File: src/hdl/l3_cfg_pkg.sv
// Geometry of the direct-mapped L3 cache and its split word address
// Stages import this for widths, line count and the number of L2 ports
package l3_cfg_pkg;

  // Address and data sizes
  localparam int addr_width = 16;    // Word address
  localparam int data_width = 32;    // One word per line

  // Direct-mapped split of the address
  localparam int index_width = 4;
  localparam int tag_width   = addr_width - index_width;
  localparam int num_lines   = 1 << index_width;  // 16 lines

  // L2 requesters sharing the cache, port 0 has top priority
  localparam int num_ports     = 4;
  localparam int port_id_width = $clog2(num_ports);

  // Word address as seen by the lookup
  // Tag sits in the upper bits so the struct equals the flat address
  typedef struct packed {
    logic [tag_width-1:0]   tag;
    logic [index_width-1:0] index;
  } l3_addr_t;

endpackage

File: src/hdl/l3_bus_pkg.sv
// Transaction formats passed between the L3 stages and main memory
// Request from an L2 port, internal job and completion, memory request
package l3_bus_pkg;

  // Strobed request from one L2 requester
  typedef struct packed {
    logic                              write;  // 1 = store, 0 = load
    l3_cfg_pkg::l3_addr_t              addr;
    logic [l3_cfg_pkg::data_width-1:0] wdata;
  } l2_req_t;

  // Request after selection, tagged with its owner
  typedef struct packed {
    logic [l3_cfg_pkg::port_id_width-1:0] port;
    logic                                 write;
    l3_cfg_pkg::l3_addr_t                 addr;
    logic [l3_cfg_pkg::data_width-1:0]    wdata;
  } l3_job_t;

  // Completion routed back to the owning port
  typedef struct packed {
    logic [l3_cfg_pkg::port_id_width-1:0] port;
    logic [l3_cfg_pkg::data_width-1:0]    rdata;  // Line contents after the access
  } l3_done_t;

  // Word-wide main memory access, eviction write or line fill read
  typedef struct packed {
    logic                              write;
    logic [l3_cfg_pkg::addr_width-1:0] addr;
    logic [l3_cfg_pkg::data_width-1:0] wdata;  // Victim data on a write
  } mem_req_t;

endpackage

File: src/hdl/l3_request_select.sv
// Request selection for the L3 cache
// Each port strobe is held in a pending slot, then one job at a time is
// issued to the line controller, lowest port number first
module l3_request_select (
  input  logic                                   clk,
  input  logic                                   reset,
  input  logic [l3_cfg_pkg::num_ports-1:0]       req_valid,
  input  l3_bus_pkg::l2_req_t [l3_cfg_pkg::num_ports-1:0] req,
  input  logic                                   cpl_valid,
  output logic                                   job_valid,
  output l3_bus_pkg::l3_job_t                    job
);
  import l3_cfg_pkg::*;
  import l3_bus_pkg::*;

  logic [num_ports-1:0]     pending;         // One waiting request per port
  l2_req_t                  held [num_ports];
  logic                     busy;            // A job is in the line controller
  logic [num_ports-1:0]     first;           // Lowest pending port, one-hot
  logic [num_ports-1:0]     grant;
  logic [port_id_width-1:0] sel;

  // Isolate the lowest set bit for fixed priority
  assign first = pending & (~pending + 1'b1);
  assign job_valid = (|pending) && !busy;
  assign grant = first & {num_ports{job_valid}};

  always_comb begin
    sel = '0;
    for (int p = 0; p < num_ports; p++) begin
      if (first[p]) sel = port_id_width'(p);
    end
  end

  always_comb begin
    job.port  = sel;
    job.write = held[sel].write;
    job.addr  = held[sel].addr;
    job.wdata = held[sel].wdata;
  end

  // Request payload, captured with its strobe
  always_ff @(posedge clk) begin
    for (int p = 0; p < num_ports; p++) begin
      if (req_valid[p]) held[p] <= req[p];
    end
  end

  always_ff @(posedge clk or posedge reset) begin
    if (reset) begin
      pending <= '0;
      busy    <= 1'b0;
    end else begin
      pending <= (pending & ~grant) | req_valid;  // Issued port drops out
      if (job_valid) begin
        busy <= 1'b1;
      end else if (cpl_valid) begin
        busy <= 1'b0;  // Line controller finished the job
      end
    end
  end

endmodule

File: src/hdl/l3_line_ctrl.sv
// Line storage and control FSM of the direct-mapped write-back L3 cache
// Takes one job at a time, looks it up, evicts a dirty victim and fills
// read misses from main memory, then reports a completion
module l3_line_ctrl (
  input  logic                              clk,
  input  logic                              reset,
  input  logic                              job_valid,
  input  l3_bus_pkg::l3_job_t               job,
  input  logic                              mem_ready,
  input  logic [l3_cfg_pkg::data_width-1:0] mem_rdata,
  output logic                              mem_req_valid,
  output l3_bus_pkg::mem_req_t              mem_req,
  output logic                              cpl_valid,
  output l3_bus_pkg::l3_done_t              cpl,
  output logic                              hit,
  output logic                              miss
);
  import l3_cfg_pkg::*;
  import l3_bus_pkg::*;

  typedef enum logic [1:0] {
    idle,
    lookup,      // Tag compare on the stored job
    evict_wait,  // Dirty victim being written to memory
    fill_wait    // Line read from memory in flight
  } state_t;

  state_t state, next_state;

  // Line arrays
  logic [tag_width-1:0]  tag_mem  [num_lines];
  logic [data_width-1:0] data_mem [num_lines];
  logic [num_lines-1:0]  valid_bits;
  logic [num_lines-1:0]  dirty_bits;

  l3_job_t                job_q;
  logic                   replay;   // Lookup repeated after a memory access
  logic [index_width-1:0] idx;
  logic                   line_hit;
  logic                   victim_dirty;
  l3_addr_t               victim_addr;
  logic                   install;  // Store write data into the line
  logic                   fill;     // Store memory data into the line
  logic                   evicted;  // Victim now safe in memory

  assign idx          = job_q.addr.index;
  assign line_hit     = valid_bits[idx] && (tag_mem[idx] == job_q.addr.tag);
  assign victim_dirty = valid_bits[idx] && dirty_bits[idx];
  assign victim_addr  = '{tag: tag_mem[idx], index: idx};

  // Completion carries the line as it stands after the access
  assign cpl.port  = job_q.port;
  assign cpl.rdata = job_q.write ? job_q.wdata : data_mem[idx];

  always_comb begin
    next_state    = state;
    hit           = 1'b0;
    miss          = 1'b0;
    cpl_valid     = 1'b0;
    mem_req_valid = 1'b0;
    mem_req.write = 1'b0;
    mem_req.addr  = job_q.addr;
    mem_req.wdata = data_mem[idx];
    install       = 1'b0;
    fill          = 1'b0;
    evicted       = 1'b0;
    case (state)
      idle: begin
        if (job_valid) next_state = lookup;
      end
      lookup: begin
        // Strobes only on the first pass of a job
        hit  = line_hit && !replay;
        miss = !line_hit && !replay;
        if (line_hit) begin
          install    = job_q.write;
          cpl_valid  = 1'b1;
          next_state = idle;
        end else if (victim_dirty) begin
          mem_req_valid = 1'b1;
          mem_req.write = 1'b1;
          mem_req.addr  = victim_addr;  // Rebuilt from stored tag
          next_state    = evict_wait;
        end else if (job_q.write) begin
          // Single-word line, nothing to read first
          install    = 1'b1;
          cpl_valid  = 1'b1;
          next_state = idle;
        end else begin
          mem_req_valid = 1'b1;
          next_state    = fill_wait;
        end
      end
      evict_wait: begin
        if (mem_ready) begin
          evicted    = 1'b1;
          next_state = lookup;
        end
      end
      fill_wait: begin
        if (mem_ready) begin
          fill       = 1'b1;
          next_state = lookup;  // Completes as a hit on the new line
        end
      end
      default: next_state = idle;
    endcase
  end

  always_ff @(posedge clk or posedge reset) begin
    if (reset) begin
      state      <= idle;
      replay     <= 1'b0;
      valid_bits <= '0;
      dirty_bits <= '0;
    end else begin
      state <= next_state;
      if (next_state == lookup) replay <= (state != idle);
      if (install) begin
        valid_bits[idx] <= 1'b1;
        dirty_bits[idx] <= 1'b1;
      end else if (fill) begin
        valid_bits[idx] <= 1'b1;
        dirty_bits[idx] <= 1'b0;  // Matches memory
      end else if (evicted) begin
        dirty_bits[idx] <= 1'b0;
      end
    end
  end

  // Job payload and line contents
  always_ff @(posedge clk) begin
    if (state == idle && job_valid) job_q <= job;
    if (install) begin
      tag_mem[idx]  <= job_q.addr.tag;
      data_mem[idx] <= job_q.wdata;
    end else if (fill) begin
      tag_mem[idx]  <= job_q.addr.tag;
      data_mem[idx] <= mem_rdata;
    end
  end

endmodule

File: src/hdl/l3_response_route.sv
// Result stage of the L3 cache
// Turns each completion into a registered done strobe on its port and
// keeps that port's read data until its next completion
module l3_response_route (
  input  logic                                    clk,
  input  logic                                    reset,
  input  logic                                    cpl_valid,
  input  l3_bus_pkg::l3_done_t                    cpl,
  output logic [l3_cfg_pkg::num_ports-1:0]        done,
  output logic [l3_cfg_pkg::num_ports-1:0][l3_cfg_pkg::data_width-1:0] rdata
);

  always_ff @(posedge clk or posedge reset) begin
    if (reset) begin
      done  <= '0;
      rdata <= '0;
    end else begin
      done <= '0;  // One-cycle strobe
      if (cpl_valid) begin
        done[cpl.port]  <= 1'b1;
        rdata[cpl.port] <= cpl.rdata;  // Other ports keep their last word
      end
    end
  end

endmodule

File: src/hdl/l3_cache.sv
// Top of the shared L3 cache for four L2 requesters
// Request selection feeds the line controller, whose completions are
// routed back to the requesting port, main memory hangs off the middle
module l3_cache (
  input  logic                                    clk,
  input  logic                                    reset,
  input  logic [l3_cfg_pkg::num_ports-1:0]        req_valid,
  input  l3_bus_pkg::l2_req_t [l3_cfg_pkg::num_ports-1:0] req,
  input  logic                                    mem_ready,
  input  logic [l3_cfg_pkg::data_width-1:0]       mem_rdata,
  output logic                                    mem_req_valid,
  output l3_bus_pkg::mem_req_t                    mem_req,
  output logic [l3_cfg_pkg::num_ports-1:0]        done,
  output logic [l3_cfg_pkg::num_ports-1:0][l3_cfg_pkg::data_width-1:0] rdata,
  output logic                                    hit,
  output logic                                    miss
);
  import l3_bus_pkg::*;

  logic     job_valid;
  l3_job_t  job;
  logic     cpl_valid;
  l3_done_t cpl;

  l3_request_select u_select (
    .clk       (clk),
    .reset     (reset),
    .req_valid (req_valid),
    .req       (req),
    .cpl_valid (cpl_valid),  // Frees the selector for the next job
    .job_valid (job_valid),
    .job       (job)
  );

  l3_line_ctrl u_line (
    .clk           (clk),
    .reset         (reset),
    .job_valid     (job_valid),
    .job           (job),
    .mem_ready     (mem_ready),
    .mem_rdata     (mem_rdata),
    .mem_req_valid (mem_req_valid),
    .mem_req       (mem_req),
    .cpl_valid     (cpl_valid),
    .cpl           (cpl),
    .hit           (hit),
    .miss          (miss)
  );

  l3_response_route u_route (
    .clk       (clk),
    .reset     (reset),
    .cpl_valid (cpl_valid),
    .cpl       (cpl),
    .done      (done),
    .rdata     (rdata)
  );

endmodule

File: config.mk
export PLATFORM = sky130hd
export DESIGN_NAME = l3_cache
export DESIGN_NICKNAME = d
export VERILOG_FILES = /design/src/hdl/l3_cfg_pkg.sv /design/src/hdl/l3_bus_pkg.sv /design/src/hdl/l3_request_select.sv /design/src/hdl/l3_line_ctrl.sv /design/src/hdl/l3_response_route.sv /design/src/hdl/l3_cache.sv
export SDC_FILE = /design/constraint.sdc
export NUM_CORES = 1
export LEC_CHECK = 0
export BUFFER_PORTS_ARGS = -buffer_cell sky130_fd_sc_hd__clkbuf_2
export CAP_MARGIN = 30
export CORE_ASPECT_RATIO = 1.5
export CORE_MARGIN = 3
export CORE_UTILIZATION = 35
export CTS_CLUSTER_SIZE = 30
export DETAILED_ROUTE_END_ITERATION = 7
export PLACE_DENSITY = 0.57
export SYNTH_ARGS = -nofsm -noshare
export SYNTH_HDL_FRONTEND = slang
export SYNTH_HIERARCHICAL = 1
export SYNTH_SLANG_ARGS = --single-unit
export TNS_END_PERCENT = 20
File: constraint.sdc
create_clock -name clk -period 5.3 [get_ports clk]
set_clock_uncertainty 0.05 [all_clocks]
set_input_delay 1.06 -clock clk [delete_from_list [all_inputs] [get_ports clk]]
set_output_delay 1.06 -clock clk [all_outputs]
set_load 0.05 [all_outputs]
==> results.json <==
{
  "relSlewSlack_pct": 33.1,
  "yosys-top-cells-area": "edfxtp_1 (66%), mux4_2 (13%), dfrtp_1 (9.9%), mux2_2 (4.3%), nand2_1 (1.0%)",
  "clkSinkCount": 1127,
  "yosysTopAreaCell": "edfxtp_1",
  "drc": 0,
  "switching_power_w": 0.00648,
  "synthAdderAreaFrac_pct": 0,
  "ys_ff_latch": 1127,
  "synthesis.area_mm2": 0.0435,
  "rsz0062_at_grt": "false",
  "overflow": 0,
  "hp-class": "in -> async",
  "fin_crit_sh_pct": 97.2,
  "synth_fp_nets": 2268,
  "rr_endpoint": "u_line/tag_mem[13][5]$_DFFE_PP_",
  "io_pins": 419,
  "setup.worst_path.start_class": "register",
  "cts_tree": "built",
  "pwr_density_cell_mw_per_mm2": 431,
  "critPathKind": "reg -> out",
  "p_sw_share_pct": 29.0,
  "cts_made_buffers": 106,
  "hold_violations": 0,
  "drtIter0Drc": 1762,
  "maxSlewViolCount": 0,
  "final_antenna_net_count": 0,
  "drive_gt1_share_pct": 43.5,
  "core_area_mm2": 0.123,
  "place.gp.congestion": 0.772,
  "clk_latency_ns": 0.72,
  "outcome": "complete, no violations",
  "die_w_um": 294,
  "start_util_pct": 35.5,
  "pwr-share-clk_pct": 33.8,
  "first_global_vias": 24000,
  "drv_cap": 0,
  "first_pass_iters": 5,
  "endpoint_kind": "primary output",
  "r2r_setup_slack_ns": 1.02,
  "synth_simple_gate_area_share_pct": 2.04,
  "synth_ff_type": "edfxtp_1",
  "synth_edf_count": 951,
  "dpl_worst_slack_ns": 0.246,
  "ir_worst_vdd_v": 0.000300,
  "synthXorXnorAreaFrac_pct": 0.241,
  "synth_common_cells": "edfxtp_1 (951), mux4_2 (258), dfrtp_1 (172), mux2_2 (167), nand2_1 (120)",
  "seq_area_frac_synth_pct": 75.6,
  "seqPwrFrac_pct": 47.7,
  "postCtsHoldBufs": 0,
  "clk_pin_slew_ns": 0.06,
  "yosysWarnings": 6,
  "synth_compound_area_share_pct": 1.57,
  "p_int_w": 0.0158,
  "syn_to_final_growth_pct": 19.0,
  "die-area_mm2": 0.129,
  "required_ns": 4.19,
  "fmax_ghz": 0.194,
  "rows": 157,
  "clockBufferDepth": 3,
  "crit_arrival_ns": 4.04,
  "avgViaCountPerCell": 5.23,
  "h-tree-depth": 3,
  "portBuffers": 418,
  "syn-instance-count": 2033,
  "tightest_slew_ns": 1.00,
  "grt_max_degree": 70,
  "setup_viol": 0,
  "async_flop_share_pct": 15.3,
  "period_minus_slack_ns": 5.15,
  "hpwlAfterDp_um": 70900,
  "ys_types": 62,
  "yosysMostFrequentCell": "edfxtp_1",
  "worst_hold_slack_ns": 0.327,
  "synth_top_family_by_area": "multiplexers",
  "grt_pass1_wl_um": 166000,
  "antenna_found_initial": 8,
  "power_leakage_nw": 18.4,
  "routed_wl_um": 115000,
  "reg2reg_depth": 11,
  "pwr-share-comb_pct": 18.4,
  "crit_fanout": 7,
  "routedWlPerCell_um": 27.2,
  "die_y_um": 438,
  "power_w": 0.0223,
  "setup_ws_ns": 0.146,
  "synthMuxAreaShare_pct": 19.0,
  "vias": 22100,
  "grt_use_total_pct": 17.8,
  "syn-mean-instance-area_um2": 21.4,
  "root_buffer": "clkbuf_16",
  "synth_top_area_share_pct": 65.6,
  "nNetsFinal": 2763
}
==> routing by layer <==
layer | vias up | GRT usage, % | routed length, um
met3 | 167 | 3.20 | 6500
met4 | 6 | 4.53 | 2560
met2 | 739 | 30.9 | 59600
li1 | 9293 | - | -
met1 | 11800 | 23.1 | 46100
met5 | - | 0 | 49
==> cells in the final DEF, fill, tap and decap left out, drive strengths merged, types with 3 or more instances in the layout <==
cell type / synthesis / routed
bufinv: 0 / 8
nand2: 120 / 120
diode: 0 / 5
inv: 13 / 17
clkbuf: 41 / 543
nor2: 18 / 18
o21ai: 49 / 49
clkinv: 0 / 44
mux2: 176 / 176
nand3b: 3 / 3
nand3: 10 / 10
nand2b: 4 / 4
dfrtp: 172 / 172
mux2i: 28 / 28
and2: 5 / 5
dfxtp: 4 / 4
nor3: 5 / 5
mux4: 264 / 264
nor2b: 8 / 8
edfxtp: 951 / 951
o31ai: 5 / 5
nor3b: 3 / 3
xnor2: 3 / 3
a21oi: 23 / 23
o21bai: 4 / 4
xor2: 9 / 9
and3: 3 / 3
a31oi: 12 / 12
clkinvlp: 0 / 5
buf: 71 / 92
==> state kept, by name, indices dropped and copies added, names as in the netlist, 2 cells and up, named ones only <==
name               count
u_line/data_mem      512
u_line/cpl             2
u_route/rdata        128
u_route/done           4
u_line/valid_bits     16
u_line/idx             4
u_line/tag_mem       192
u_select/held        196
u_line/job_q          45
u_line/state           2
u_select/pending       4
==> stage by stage <==
| step | TNS [ns] | utilization, % | instance area (um2) | cells |
|---|---|---|---|---|
| final | 0 | 42.2 | 51800 | 4214 |
| after global routing | 0 | 42.2 | 51800 | 4210 |
| after CTS | 0 | 42.2 | 51800 | 4204 |
| after detailed placement | 0 | 39.2 | 48100 | 3992 |
| after global placement | 0 | 39.2 | 48100 | 3991 |
| after floorplan | -7.59 | - | 43600 | 2033 |
==> power groups by stage <==
stage               clock network (W)  registers [W]  logic, W
floorplan                           0         0.0117   0.00186
global placement                    0         0.0108   0.00403
detailed placement                  0         0.0109   0.00410
CTS                           0.00775         0.0107   0.00418
global route                  0.00811         0.0107   0.00432
finish                        0.00755         0.0107   0.00411
==> worst max path at each step <==
stage | start | cells after the start | endpoint | slack (ns)
after floorplan | register | 11 | u_line/data_mem[0][0]$_DFFE_PP_ | -0.01
after global placement | register | 11 | mem_req[39] | 0.24
after detailed placement | register | 11 | mem_req[36] | 0.25
after CTS | register | 10 | mem_req[36] | 0.02
after global routing | register | 10 | mem_req_valid | 0.003
final | register | 10 | mem_req[36] | 0.15
==> layout make-up <==
cell class | instances | area (um2)
inverter | 13 | 51.3
sequential | 1127 | 33000
timing repair buffer | 499 | 3210
clock inverter | 61 | 624
fill | 10600 | 70900
multi-input combinational | 781 | 10200
clock buffer | 138 | 2840
tap | 1590 | 1990
antenna | 5 | 12.5
==> critical path, cell delays in order, from the launching register on <==
cell and delay (ns):
dfxtp_4 0.43, mux4_1 0.56, mux4_2 0.56, xnor2_1 0.17, nand4_1 0.14, a2111oi_2 0.05
and4_2 0.27, nor3_4 0.39, buf_6 0.20, mux2_2 0.33, buf_2 0.21
==> cells by family after synthesis <==
family                    count (synthesis)
xor gates and xnor gates                 12
muxes                                   468
buffers and inverters                   125
DFF                                    1127
and+or+nand+nor                         190
AOI/OAI and AO/OA                       111
==> repair_timing <==
action                                  in CTS  in global routing
setup buffers                               11                  4
cloned                                       2                  1
pin swaps                                    0                  1
endpoints found under the setup margin      16                 11
gates resized for setup                      5                 14
Note: power is estimated with default switching activity, not from simulation.
